--- config.mk ---
export PLATFORM = sky130hd
export DESIGN_NAME = sparcDecodeStage
export DESIGN_NICKNAME = d
export VERILOG_FILES = /design/src/rtl/sparcPkg.sv /design/src/rtl/instrDecoder.sv /design/src/rtl/regFile.sv /design/src/rtl/condCodeUnit.sv /design/src/rtl/pcSequencer.sv /design/src/rtl/sparcDecodeStage.sv
export VERILOG_INCLUDE_DIRS = /design/src /design/src/include
export SDC_FILE = /design/constraint.sdc
export NUM_CORES = 2
export LEC_CHECK = 0
export BUFFER_PORTS_ARGS = -buffer_cell sky130_fd_sc_hd__buf_2
export CORE_UTILIZATION = 25
export CTS_BUF_LIST = sky130_fd_sc_hd__clkbuf_8
export DETAILED_ROUTE_END_ITERATION = 10
export SYNTH_ARGS = -nofsm -noshare
export SYNTH_HDL_FRONTEND = slang
export SYNTH_SLANG_ARGS = --single-unit
--- constraint.sdc ---
create_clock -name Clk -period 6.65 [get_ports Clk]
set_input_delay 0 -clock Clk [delete_from_list [all_inputs] [get_ports Clk]]
set_output_delay 0 -clock Clk [all_outputs]
set_load 0.01 [all_outputs]
--- src/include/sparc_consts.svh ---
`ifndef SPARC_CONSTS_SVH
`define SPARC_CONSTS_SVH

// Datapath and register file geometry
`define WORD_W          32
`define REG_ADDR_W      5
`define NUM_REGS        32
`define CALL_LINK_REG   5'd15    // o7, receives PC of the call

// nPC starts one word ahead of PC
`define NPC_RESET       32'd4

// Major opcode, instr[31:30]
`define OP_BRANCH       2'b00    // Also SETHI and nop
`define OP_CALL         2'b01
`define OP_ARITH        2'b10
`define OP_MEM          2'b11

`define OP3_JMPL        6'b111000
`define OP3_SETHI_OP2   3'b100

// ALU operation codes driven onto the control word
`define ALU_ADD         4'd0
`define ALU_ADDX        4'd1
`define ALU_SUB         4'd2
`define ALU_SUBX        4'd3
`define ALU_AND         4'd4
`define ALU_OR          4'd5
`define ALU_XOR         4'd6
`define ALU_XNOR        4'd7
`define ALU_ANDN        4'd8
`define ALU_ORN         4'd9
`define ALU_SLL         4'd10
`define ALU_SRL         4'd11
`define ALU_SRA         4'd12
`define ALU_PASS_B      4'd14    // SETHI result is just operand B

// Data memory access size
`define SIZE_BYTE       2'b00
`define SIZE_HALF       2'b01
`define SIZE_WORD       2'b10

`endif

--- src/rtl/sparcPkg.sv ---
`include "sparc_consts.svh"

package sparcPkg;

    typedef logic [`WORD_W-1:0]     word_t;
    typedef logic [`REG_ADDR_W-1:0] regAddr_t;

    // Format 1/2 view, call and branch/SETHI
    typedef struct packed {
        logic [1:0]  op;
        logic        a;          // Annul
        logic [3:0]  cond;
        logic [2:0]  op2;
        logic [21:0] disp22;     // Low part of disp30 for a call
    } brFmt_t;

    // Format 3 view, arithmetic and memory
    typedef struct packed {
        logic [1:0]  op;
        regAddr_t    rd;
        logic [5:0]  op3;
        regAddr_t    rs1;
        logic        i;
        logic [12:0] low13;      // simm13, or rs2 in the low five bits
    } f3Fmt_t;

    typedef union packed {
        brFmt_t br;
        f3Fmt_t f3;
    } instrWord_t;

    typedef struct packed {
        logic       jmpl;
        logic       write;       // 1 means store
        logic [3:0] aluOp;
        logic       signExt;
        logic       load;
        logic       rfEnable;
        logic [1:0] size;
        logic       modifyCc;
        logic       call;
        logic       memEnable;
        logic       branch;
        logic       annul;
    } ctrlWord_t;

    typedef struct packed {
        ctrlWord_t ctrl;
        regAddr_t  rd;
    } decoded_t;

    typedef struct packed {
        logic n;
        logic z;
        logic v;
        logic c;
    } icc_t;

    typedef struct packed {
        logic modifyCc;
        icc_t flags;
    } ccUpdate_t;

    typedef struct packed {
        logic     en;
        regAddr_t addr;
        word_t    data;
    } rfWrite_t;

    typedef struct packed {
        word_t pa;
        word_t pb;
        word_t pd;               // Store data from rd
    } operands_t;

endpackage

--- src/rtl/instrDecoder.sv ---
`include "sparc_consts.svh"

module instrDecoder import sparcPkg::*;
(
    input  instrWord_t instr,
    input  logic       instrValid,
    input  logic       squash,
    output decoded_t   decoded
);

    ctrlWord_t ctrl;
    regAddr_t  rd;

    // op3[3:0] picks the operation, op3[5] moves 5/6/7 over to the shifts
    function automatic logic [3:0] aluCode(input logic [5:0] op3);
        logic [3:0] code;
        case (op3[3:0])
            4'd0:    code = `ALU_ADD;
            4'd8:    code = `ALU_ADDX;
            4'd4:    code = `ALU_SUB;
            4'd12:   code = `ALU_SUBX;
            4'd1:    code = `ALU_AND;
            4'd2:    code = `ALU_OR;
            4'd3:    code = `ALU_XOR;
            4'd5:    code = op3[5] ? `ALU_SLL : `ALU_ANDN;
            4'd6:    code = op3[5] ? `ALU_SRL : `ALU_ORN;
            4'd7:    code = op3[5] ? `ALU_SRA : `ALU_XNOR;
            default: code = `ALU_ADD;
        endcase
        return code;
    endfunction

    always_comb
    begin
        ctrl = '0;
        rd   = instr.f3.rd;

        case (instr.f3.op)
            `OP_CALL:
            begin
                ctrl.call     = 1'b1;
                ctrl.rfEnable = 1'b1;               // Link PC into o7
                rd            = `CALL_LINK_REG;
            end

            `OP_BRANCH:
            begin
                if (instr == '0)
                begin
                    ctrl = '0;                      // Nop word
                end
                else if (instr.br.op2 == `OP3_SETHI_OP2)
                begin
                    ctrl.aluOp    = `ALU_PASS_B;
                    ctrl.rfEnable = 1'b1;
                end
                else
                begin
                    ctrl.branch = 1'b1;
                    ctrl.annul  = instr.br.a;
                end
            end

            `OP_ARITH:
            begin
                ctrl.rfEnable = 1'b1;
                if (instr.f3.op3 == `OP3_JMPL)
                begin
                    ctrl.jmpl  = 1'b1;
                    ctrl.aluOp = `ALU_ADD;          // Target is rs1 + operand
                end
                else
                begin
                    ctrl.aluOp    = aluCode(instr.f3.op3);
                    ctrl.modifyCc = instr.f3.op3[4]; // The cc variants
                end
            end

            `OP_MEM:
            begin
                ctrl.memEnable = 1'b1;
                ctrl.aluOp     = `ALU_ADD;          // Effective address
                ctrl.write     = instr.f3.op3[2];
                ctrl.load      = ~instr.f3.op3[2];
                ctrl.rfEnable  = ~instr.f3.op3[2];
                ctrl.signExt   = instr.f3.op3[3];   // ldsb, ldsh
                case (instr.f3.op3[1:0])
                    2'b01:   ctrl.size = `SIZE_BYTE;
                    2'b10:   ctrl.size = `SIZE_HALF;
                    default: ctrl.size = `SIZE_WORD;
                endcase
            end

            default:
            begin
                ctrl = '0;
            end
        endcase

        // Annulled delay slot or empty cycle
        if (!instrValid || squash)
        begin
            ctrl = '0;
        end

        decoded.ctrl = ctrl;
        decoded.rd   = rd;
    end

endmodule

--- src/rtl/regFile.sv ---
`include "sparc_consts.svh"

module regFile import sparcPkg::*;
(
    input  logic      Clk,
    input  logic      rstN,
    input  rfWrite_t  rfWrite,
    input  regAddr_t  rs1,
    input  regAddr_t  rs2,
    input  regAddr_t  rd,
    output operands_t operands
);

    // r0 has no storage
    word_t regs [1:`NUM_REGS-1];

    function automatic word_t readPort(input regAddr_t addr);
        word_t value;
        value = (addr == '0) ? '0 : regs[addr];
        return value;
    endfunction

    always_ff @(posedge Clk)
    begin
        if (!rstN)
        begin
            for (int i = 1; i < `NUM_REGS; i++)
            begin
                regs[i] <= '0;
            end
        end
        else if (rfWrite.en && (rfWrite.addr != '0))
        begin
            regs[rfWrite.addr] <= rfWrite.data;  // Writes to r0 are dropped
        end
    end

    // No bypass of the write port, new data shows next cycle
    always_comb
    begin
        operands.pa = readPort(rs1);
        operands.pb = readPort(rs2);
        operands.pd = readPort(rd);
    end

endmodule

--- src/rtl/condCodeUnit.sv ---
module condCodeUnit import sparcPkg::*;
(
    input  logic      Clk,
    input  logic      rstN,
    input  ccUpdate_t ccUpdate,
    input  logic [3:0] cond,
    input  logic      branch,
    output logic      taken,
    output icc_t      icc
);

    icc_t ccEff;
    logic baseCond;

    always_ff @(posedge Clk)
    begin
        if (!rstN)
        begin
            icc <= '0;
        end
        else if (ccUpdate.modifyCc)
        begin
            icc <= ccUpdate.flags;
        end
    end

    // Flags arriving this cycle win over the stored ones
    assign ccEff = ccUpdate.modifyCc ? ccUpdate.flags : icc;

    // The low three bits pick a test; cond[3] inverts it.
    // That pairs bn/ba, be/bne, ble/bg and so on.
    always_comb
    begin
        case (cond[2:0])
            3'b000:  baseCond = 1'b0;                                   // bn
            3'b001:  baseCond = ccEff.z;                                // be
            3'b010:  baseCond = ccEff.z | (ccEff.n ^ ccEff.v);          // ble
            3'b011:  baseCond = ccEff.n ^ ccEff.v;                      // bl
            3'b100:  baseCond = ccEff.c | ccEff.z;                      // bleu
            3'b101:  baseCond = ccEff.c;                                // bcs
            3'b110:  baseCond = ccEff.n;                                // bneg
            default: baseCond = ccEff.v;                                // bvs
        endcase
    end

    assign taken = branch & (baseCond ^ cond[3]);

endmodule

--- src/rtl/pcSequencer.sv ---
`include "sparc_consts.svh"

module pcSequencer import sparcPkg::*;
(
    input  logic       Clk,
    input  logic       rstN,
    input  logic       instrValid,
    input  instrWord_t instr,
    input  decoded_t   decoded,
    input  logic       taken,
    input  word_t      jmplTarget,
    output word_t      pc,
    output word_t      npc,
    output logic       squash
);

    word_t disp22Ext;
    word_t offset;
    word_t target;
    word_t nextNpc;

    assign disp22Ext = {{(`WORD_W-22){instr.br.disp22[21]}}, instr.br.disp22};

    // disp30 is everything below op; word displacement to byte offset
    assign offset = decoded.ctrl.call ? {instr[29:0], 2'b00}
                                      : {disp22Ext[`WORD_W-3:0], 2'b00};
    assign target = pc + offset;

    always_comb
    begin
        if (decoded.ctrl.jmpl)
        begin
            nextNpc = jmplTarget;
        end
        else if (decoded.ctrl.call || (decoded.ctrl.branch && taken))
        begin
            nextNpc = target;
        end
        else
        begin
            nextNpc = npc + 32'd4;
        end
    end

    // Delayed branch, the slot at old nPC always issues
    always_ff @(posedge Clk)
    begin
        if (!rstN)
        begin
            pc     <= '0;
            npc    <= `NPC_RESET;
            squash <= 1'b0;
        end
        else if (instrValid)
        begin
            pc     <= npc;
            npc    <= nextNpc;
            squash <= decoded.ctrl.annul;   // Kill the delay slot
        end
    end

endmodule

--- src/rtl/sparcDecodeStage.sv ---
module sparcDecodeStage import sparcPkg::*;
(
    input  logic       Clk,
    input  logic       rstN,
    input  instrWord_t instr,
    input  logic       instrValid,
    input  ccUpdate_t  ccUpdate,
    input  rfWrite_t   rfWrite,
    input  word_t      jmplTarget,
    output decoded_t   decoded,
    output operands_t  operands,
    output icc_t       icc,
    output logic       taken,
    output word_t      pc,
    output word_t      npc
);

    logic squash;

    instrDecoder uDecoder (
        .instr      (instr),
        .instrValid (instrValid),
        .squash     (squash),
        .decoded    (decoded)
    );

    // Store data comes from rd, rs2 from the low bits of simm13
    regFile uRegFile (
        .Clk      (Clk),
        .rstN     (rstN),
        .rfWrite  (rfWrite),
        .rs1      (instr.f3.rs1),
        .rs2      (instr.f3.low13[4:0]),
        .rd       (instr.f3.rd),
        .operands (operands)
    );

    condCodeUnit uCondCode (
        .Clk      (Clk),
        .rstN     (rstN),
        .ccUpdate (ccUpdate),
        .cond     (instr.br.cond),
        .branch   (decoded.ctrl.branch),
        .taken    (taken),
        .icc      (icc)
    );

    pcSequencer uPcSeq (
        .Clk        (Clk),
        .rstN       (rstN),
        .instrValid (instrValid),
        .instr      (instr),
        .decoded    (decoded),
        .taken      (taken),
        .jmplTarget (jmplTarget),
        .pc         (pc),
        .npc        (npc),
        .squash     (squash)
    );

endmodule

# Word-level counts from Yosys, hierarchy flattened
# Memory sizes are Yosys's and may differ from the RTL's.
# Index checks and enable logic that the tools add are counted.
dict set report classes {
  mux 41
  n_reduce_logical 14
  n_addsub 2
  eq_ne 22
  bitwise 6
}
# cell n
set op_table {}
lappend op_table {{2-to-1 mux 32 bit} 7}
lappend op_table {{case mux 4 bit (9 select lines)} 1}
lappend op_table {{adder 32 x 3 -> 32 bit, second input constant} 1}
lappend op_table {{adder 32 bit} 1}
lappend op_table {{zero test 32 bit} 1}
lappend op_table {{OR reduction 32 bit} 1}
lappend op_table {{2-to-1 mux 4 bit} 5}
lappend op_table {{equality test 4 x 3 -> 1 bit, second input constant} 4}
lappend op_table {{2-to-1 mux 16 bit} 1}
lappend op_table {{zero test 5 bit} 3}
lappend op_table {{2-to-1 mux 1 bit} 14}
lappend op_table {{2-to-1 mux 2 bit} 7}
lappend op_table {{equality test 3 bit, second input constant} 4}
lappend op_table {{2-to-1 mux 5 bit} 2}
lappend op_table {{equality test 4 x 2 -> 1 bit, second input constant} 2}
lappend op_table {{equality test 4 bit, second input constant} 2}
lappend op_table {{case mux 4 bit (2 select lines)} 1}
lappend op_table {{case mux 1 bit (7 select lines)} 1}
lappend op_table {{equality test 2 bit, second input constant} 3}
lappend op_table {{equality test 3 x 2 -> 1 bit, second input constant} 2}
lappend op_table {{equality test 6 bit, second input constant} 1}
lappend op_table {{nonzero test 5 bit} 1}
lappend op_table {{equality test 2 x 1 -> 1 bit, second input constant} 2}
lappend op_table {{equality test 4 x 1 -> 1 bit, second input constant} 1}
lappend op_table {{other kinds (13)} 17}
dict set report totals {
  regBits 69
  elab_cells 93
  in_bits 110
  output_inout_bits 186
  n_memories 1
  ram_bits 992
}
# name words word_bits rd rd_clocked_by_memory_dff wr line
set mem_list {}
lappend mem_list {uRegFile.regs 31 32 3 0 31 regFile.sv:15} ;# word_t regs [1:`NUM_REGS-1];

# Depth between registers and ports, before layout
dict set report logic_depth {
  word_depth 10
  depth_mapped 16
  depth_no_buf 15
}

# Cells and area by module
# Synthesis repeated with hierarchy kept, for this count alone.
dict set report hier_totals {
  hier_cells 5089
  area_unflattened_um2 68554.5
}
# module area_each_um2 n_inst cells_per_inst seq_area_each_um2
set modules_own_cells {}
lappend modules_own_cells {regFile 62551.2 1 4324 30749.5}
lappend modules_own_cells {pcSequencer 5212.5 1 660 1301.2}
lappend modules_own_cells {instrDecoder 496.7 1 72 0.0}
lappend modules_own_cells {condCodeUnit 294.0 1 33 80.1}

# Worst setup path before layout
# No wires, ideal clock.
dict set report synth_path {
  path_kind {input port to flip-flop}
  from {input rfWrite[35] in the netlist's numbering}
  to {memory uRegFile.regs[12][0] in the netlist's numbering, enable pin}
  required_ps 6184
  t_arrival_ps 2953
  n_path_buf 2
  setup_time_ps 466
  setup_slack_ps 3231
  cell_stages 5
  cell_sequence {or3_1 -> clkbuf_1 -> nand3b_1 -> clkbuf_1 -> o21ai_0}
}
# item line
set synth_rtl {}
lappend synth_rtl {{start, declared} sparcDecodeStage.sv:8} ;# input rfWrite_t rfWrite,
lappend synth_rtl {{end, declared} regFile.sv:15}

# Worst setup path after layout
dict set report layout_path {
  from {input instrValid}
  to {register uPcSeq.npc[27]}
}
dict set report layout_via {
  elab_chain_cells 8
  word_cells_on_any_way 10
  cone_classes {add/sub (1); mux (4); bitwise (1); reduce/logical (4)}
}
# item line
set layout_rtl {}
lappend layout_rtl {{start, declared} sparcDecodeStage.sv:6} ;# input logic instrValid,
lappend layout_rtl {{branches (longest 8 deep; another with adder 32 bit)} --}
lappend layout_rtl {{end signal, assigned} pcSequencer.sv:51} ;# npc <= `NPC_RESET;
lappend layout_rtl {{end signal, assigned} pcSequencer.sv:57} ;# npc <= nextNpc;
lappend layout_rtl {{end, declared} pcSequencer.sv:13} ;# output word_t npc,
# Parallel ways; which one is timed is not known.
# A chain may end at the register's enable or synchronous reset.

==> qor.csv <==
metric;value;unit
status;completed;
rows;190;
fillers;26800;
skew;0.0404;ns
yosys_warnings;0;
wl;276000;um
slew_viol_final;0;
required;7.44;ns
crit_fanout;13;
endpoint_kind;flip-flop;
area_growth_syn_to_layout;15.9;%
cts_buffers;178;
synth_top_area_share;45.6;%
synth-compound-area-share;3.99;%
die_h;521;um
cpMaxStageDelayCell;dlygate4sd3_1;
clockRootBuffer;clkbuf_8;
vdd_ir_drop_max;0.000220;V
synth_common_cells;1024 x edfxtp_1, 1003 x and2_1, 858 x mux4_2, 368 x clkbuf_1, 180 x mux2i_1;
io_buffer_count;295;
drtAntennaViolNets;0;
clock_power_share;33.8;%
power.internal;12.0;mW
yosysTopAreaCell;edfxtp_1;
relSlewSlack;2.44;%
multiInputGateArea;0.0339;sq mm
drc_errors;0;
clockBufferDepth;3;
critical_path_class;primary input to flip-flop;
clock-sinks;1093;
clk_pin_slew_worst_paths;0.07;ns
hold_path_class;primary input to flip-flop;
first_iter_violations;8289;
grt_pass1_wl;379000;um
cts_max_level;4;
p_sw;5.15;mW
synthSimpleGateAreaFrac;12.1;%
tightest_slew;1.46;ns
antenna_found_initial;60;
clk_latency;0.92;ns
holdPathEnd;uRegFile.regs[0][2];
path_cells;dlygate4sd3_1, buf_4, dlygate4sd3_1, inv_1, nor2_1, and2_1, nor2_1, a21o_1, ha_1, and2_1, or4_1, o21ai_0, a21oi_1, xor2_1, o21ai_0, a31oi_1, dlygate4sd3_1;
fp.dieArea;0.272;sq mm
fp.dieW;521;um
final_area;0.0781;sq mm
reg2reg_from;uPcSeq.squash;
arrival;5.16;ns
global_route.overflow_total;0;
power_density;220;mW/mm^2
hold_depth;2;
nNetsFinal;5062;
worstHoldStart;rfWrite[2];
setup_tns;0;ns
initial_core_util;25.1;%
finalHoldViolations;0;
muxShareOfSynthArea;31.8;%
setup_viol;0;
reg2reg_slack;2.51;ns
synth_xor_area_share;0.662;%
cp_common_cell;dlygate4sd3_1;
place_area;0.0733;sq mm
regArea;0.0321;sq mm
async_reset_ff_share;0;%
ios;296;
power_frac_seq;47.8;%
drt_pass1_iterations;6;
grt_max_degree;126;
reg2reg_depth;13;
fmax;229;MHz
maxCapViolations;0;
gp_congestion;0.909;
yosysSeqAreaShare;47.7;%
yosysMostFrequentCell;edfxtp_1;
final_layout_size_suffix_gt1_share;31.9;%
reg2reg_to;uPcSeq.npc[27];
ys_ff_latch;1093;
finalCritPeriodShare;65.7;%
p_leak;27.1;nW
crit_path_start_kind;primary input;
min_period;4.37;ns
vias;49200;
drt-wirelength-per-cell;32.0;um
synth_adder_area_share;0.772;%
power_frac_comb;18.5;%
avgSynthCellArea;14.6;sq um
synth.top_cells.by_area;edfxtp_1 46%, mux4_2 29%, and2_1 9.3%, mux2i_1 2.7%, clkbuf_1 2.0%;
core_area;0.268;sq mm
grt_usage;19.9;%
cts_tree;yes;
syn_area;0.0674;sq mm
vias_per_cell;5.69;
p_sw_share;30.0;%
synth_top_family_by_area;multiplexers;
ys_types;63;
hpwl;165000;um
rsz0062_at_grt;no;
synthCells;4624;
synth_flop_cell;edfxtp_1;
grt_pass1_vias;47100;
max_stage_delay;0.62;ns
synth-edff-count;1024;
[layer usage]
metal	up-vias	routed length (um)	GRT usage [%]
met5	-	161	0
met4	24	15000	9.87
met3	804	36700	5.15
met2	4233	123000	30.1
met1	25300	102000	26.1
li1	18800	-	-
[placed cells by master (no fill, tap or decap), types with 7 or more instances in the layout]
cell and count:
edfxtp_1 1024, and2_1 1003, mux4_2 858, buf_2 280
clkbuf_8 183, mux2i_1 180, nor2_1 146, dlygate4sd3_1 139
buf_4 128, inv_1 107, a21oi_1 103, nand2_1 95
o21ai_0 75, dfxtp_1 69, o221ai_1 65, clkinv_1 44
nor3_1 40, ha_1 40, nor2_4 32, conb_1 32
o22ai_1 31, o21ai_4 31, xnor2_1 29, clkinv_2 28
mux2_2 26, a21o_1 24, nand3_1 24, diode_2 22
xor2_1 22, nand4_1 17, a211oi_1 16, a31oi_1 16
o211ai_1 13, and3_1 12, a22o_1 12, buf_12 7
[power by group through the flow]
stage	sequential (mW)	combinational (mW)	clock, mW
after floorplan	8.25	1.89	0
after global placement	8.29	3.04	0
after detailed placement	8.33	3.06	0
after CTS	8.19	3.14	5.84
after global routing	8.24	3.28	6.14
final	8.21	3.17	5.80
[cell type report]
class / instances / area share, %
diodes: 22 / 0.0705
multi-input cells: 3023 / 43.5
well taps: 3552 / 5.69
inverters: 51 / 0.247
clock inverters: 145 / 0.991
clock buffers: 183 / 3.22
repair buffers: 564 / 5.20
flip-flops and latches: 1093 / 41.1
[state kept, by name, indices dropped and copies added, names as in the netlist]
register,cells
uCondCode.icc,4
uRegFile.regs,1024
uPcSeq.npc,32
uPcSeq.pc,32
uPcSeq.squash,1
[critical path: cells and delay by family]
kind | cells | cell delay [ns]
buf+inv | 5 | 2.02
compound gates | 5 | 0.74
fa+ha+maj | 1 | 0.33
simple gates | 5 | 1.89
xor+xnor | 1 | 0.17
[cells by family after synthesis]
family | count (synthesis)
and+or+nand+nor | 1415
muxes | 1064
buffers and inverters | 539
xor gates and xnor gates | 51
adders and majority gates | 41
DFF | 1093
AOI/OAI and AO/OA | 420
other | 1
[per-stage QoR]
| step | std cells | power (mW) | utilization, % | hold WS, ns | worst slack, ns |
|---|---|---|---|---|---|
| after floorplan | 4655 | 10.1 | - | 0.0549 | 3.23 |
| after global placement | 8141 | 11.3 | 27.3 | 0.281 | 2.83 |
| after detailed placement | 8141 | 11.4 | 27.3 | 0.286 | 2.88 |
| after CTS | 8608 | 17.2 | 29.1 | 0.00439 | 2.46 |
| after global routing | 8617 | 17.7 | 29.1 | 0.115 | 2.01 |
| final | 8633 | 17.2 | 29.1 | 0.104 | 2.28 |
[worst max path at each step]
stage,start,to,slack [ns]
after floorplan,rfWrite[35],uRegFile.regs[12][0],3.23
after global placement,instr[1],uPcSeq.npc[5],2.83
after detailed placement,instr[1],uPcSeq.npc[5],2.88
after CTS,instrValid,uPcSeq.npc[27],2.46
after global routing,instrValid,uPcSeq.npc[28],2.01
final,instrValid,uPcSeq.npc[27],2.28
[timing repair]
action,in CTS,in global routing
hold buffers,139,0
buffers inserted,0,0
endpoints found under the hold margin,1108,0
gates resized for setup,0,0
Power figures use the tool's default switching activity.
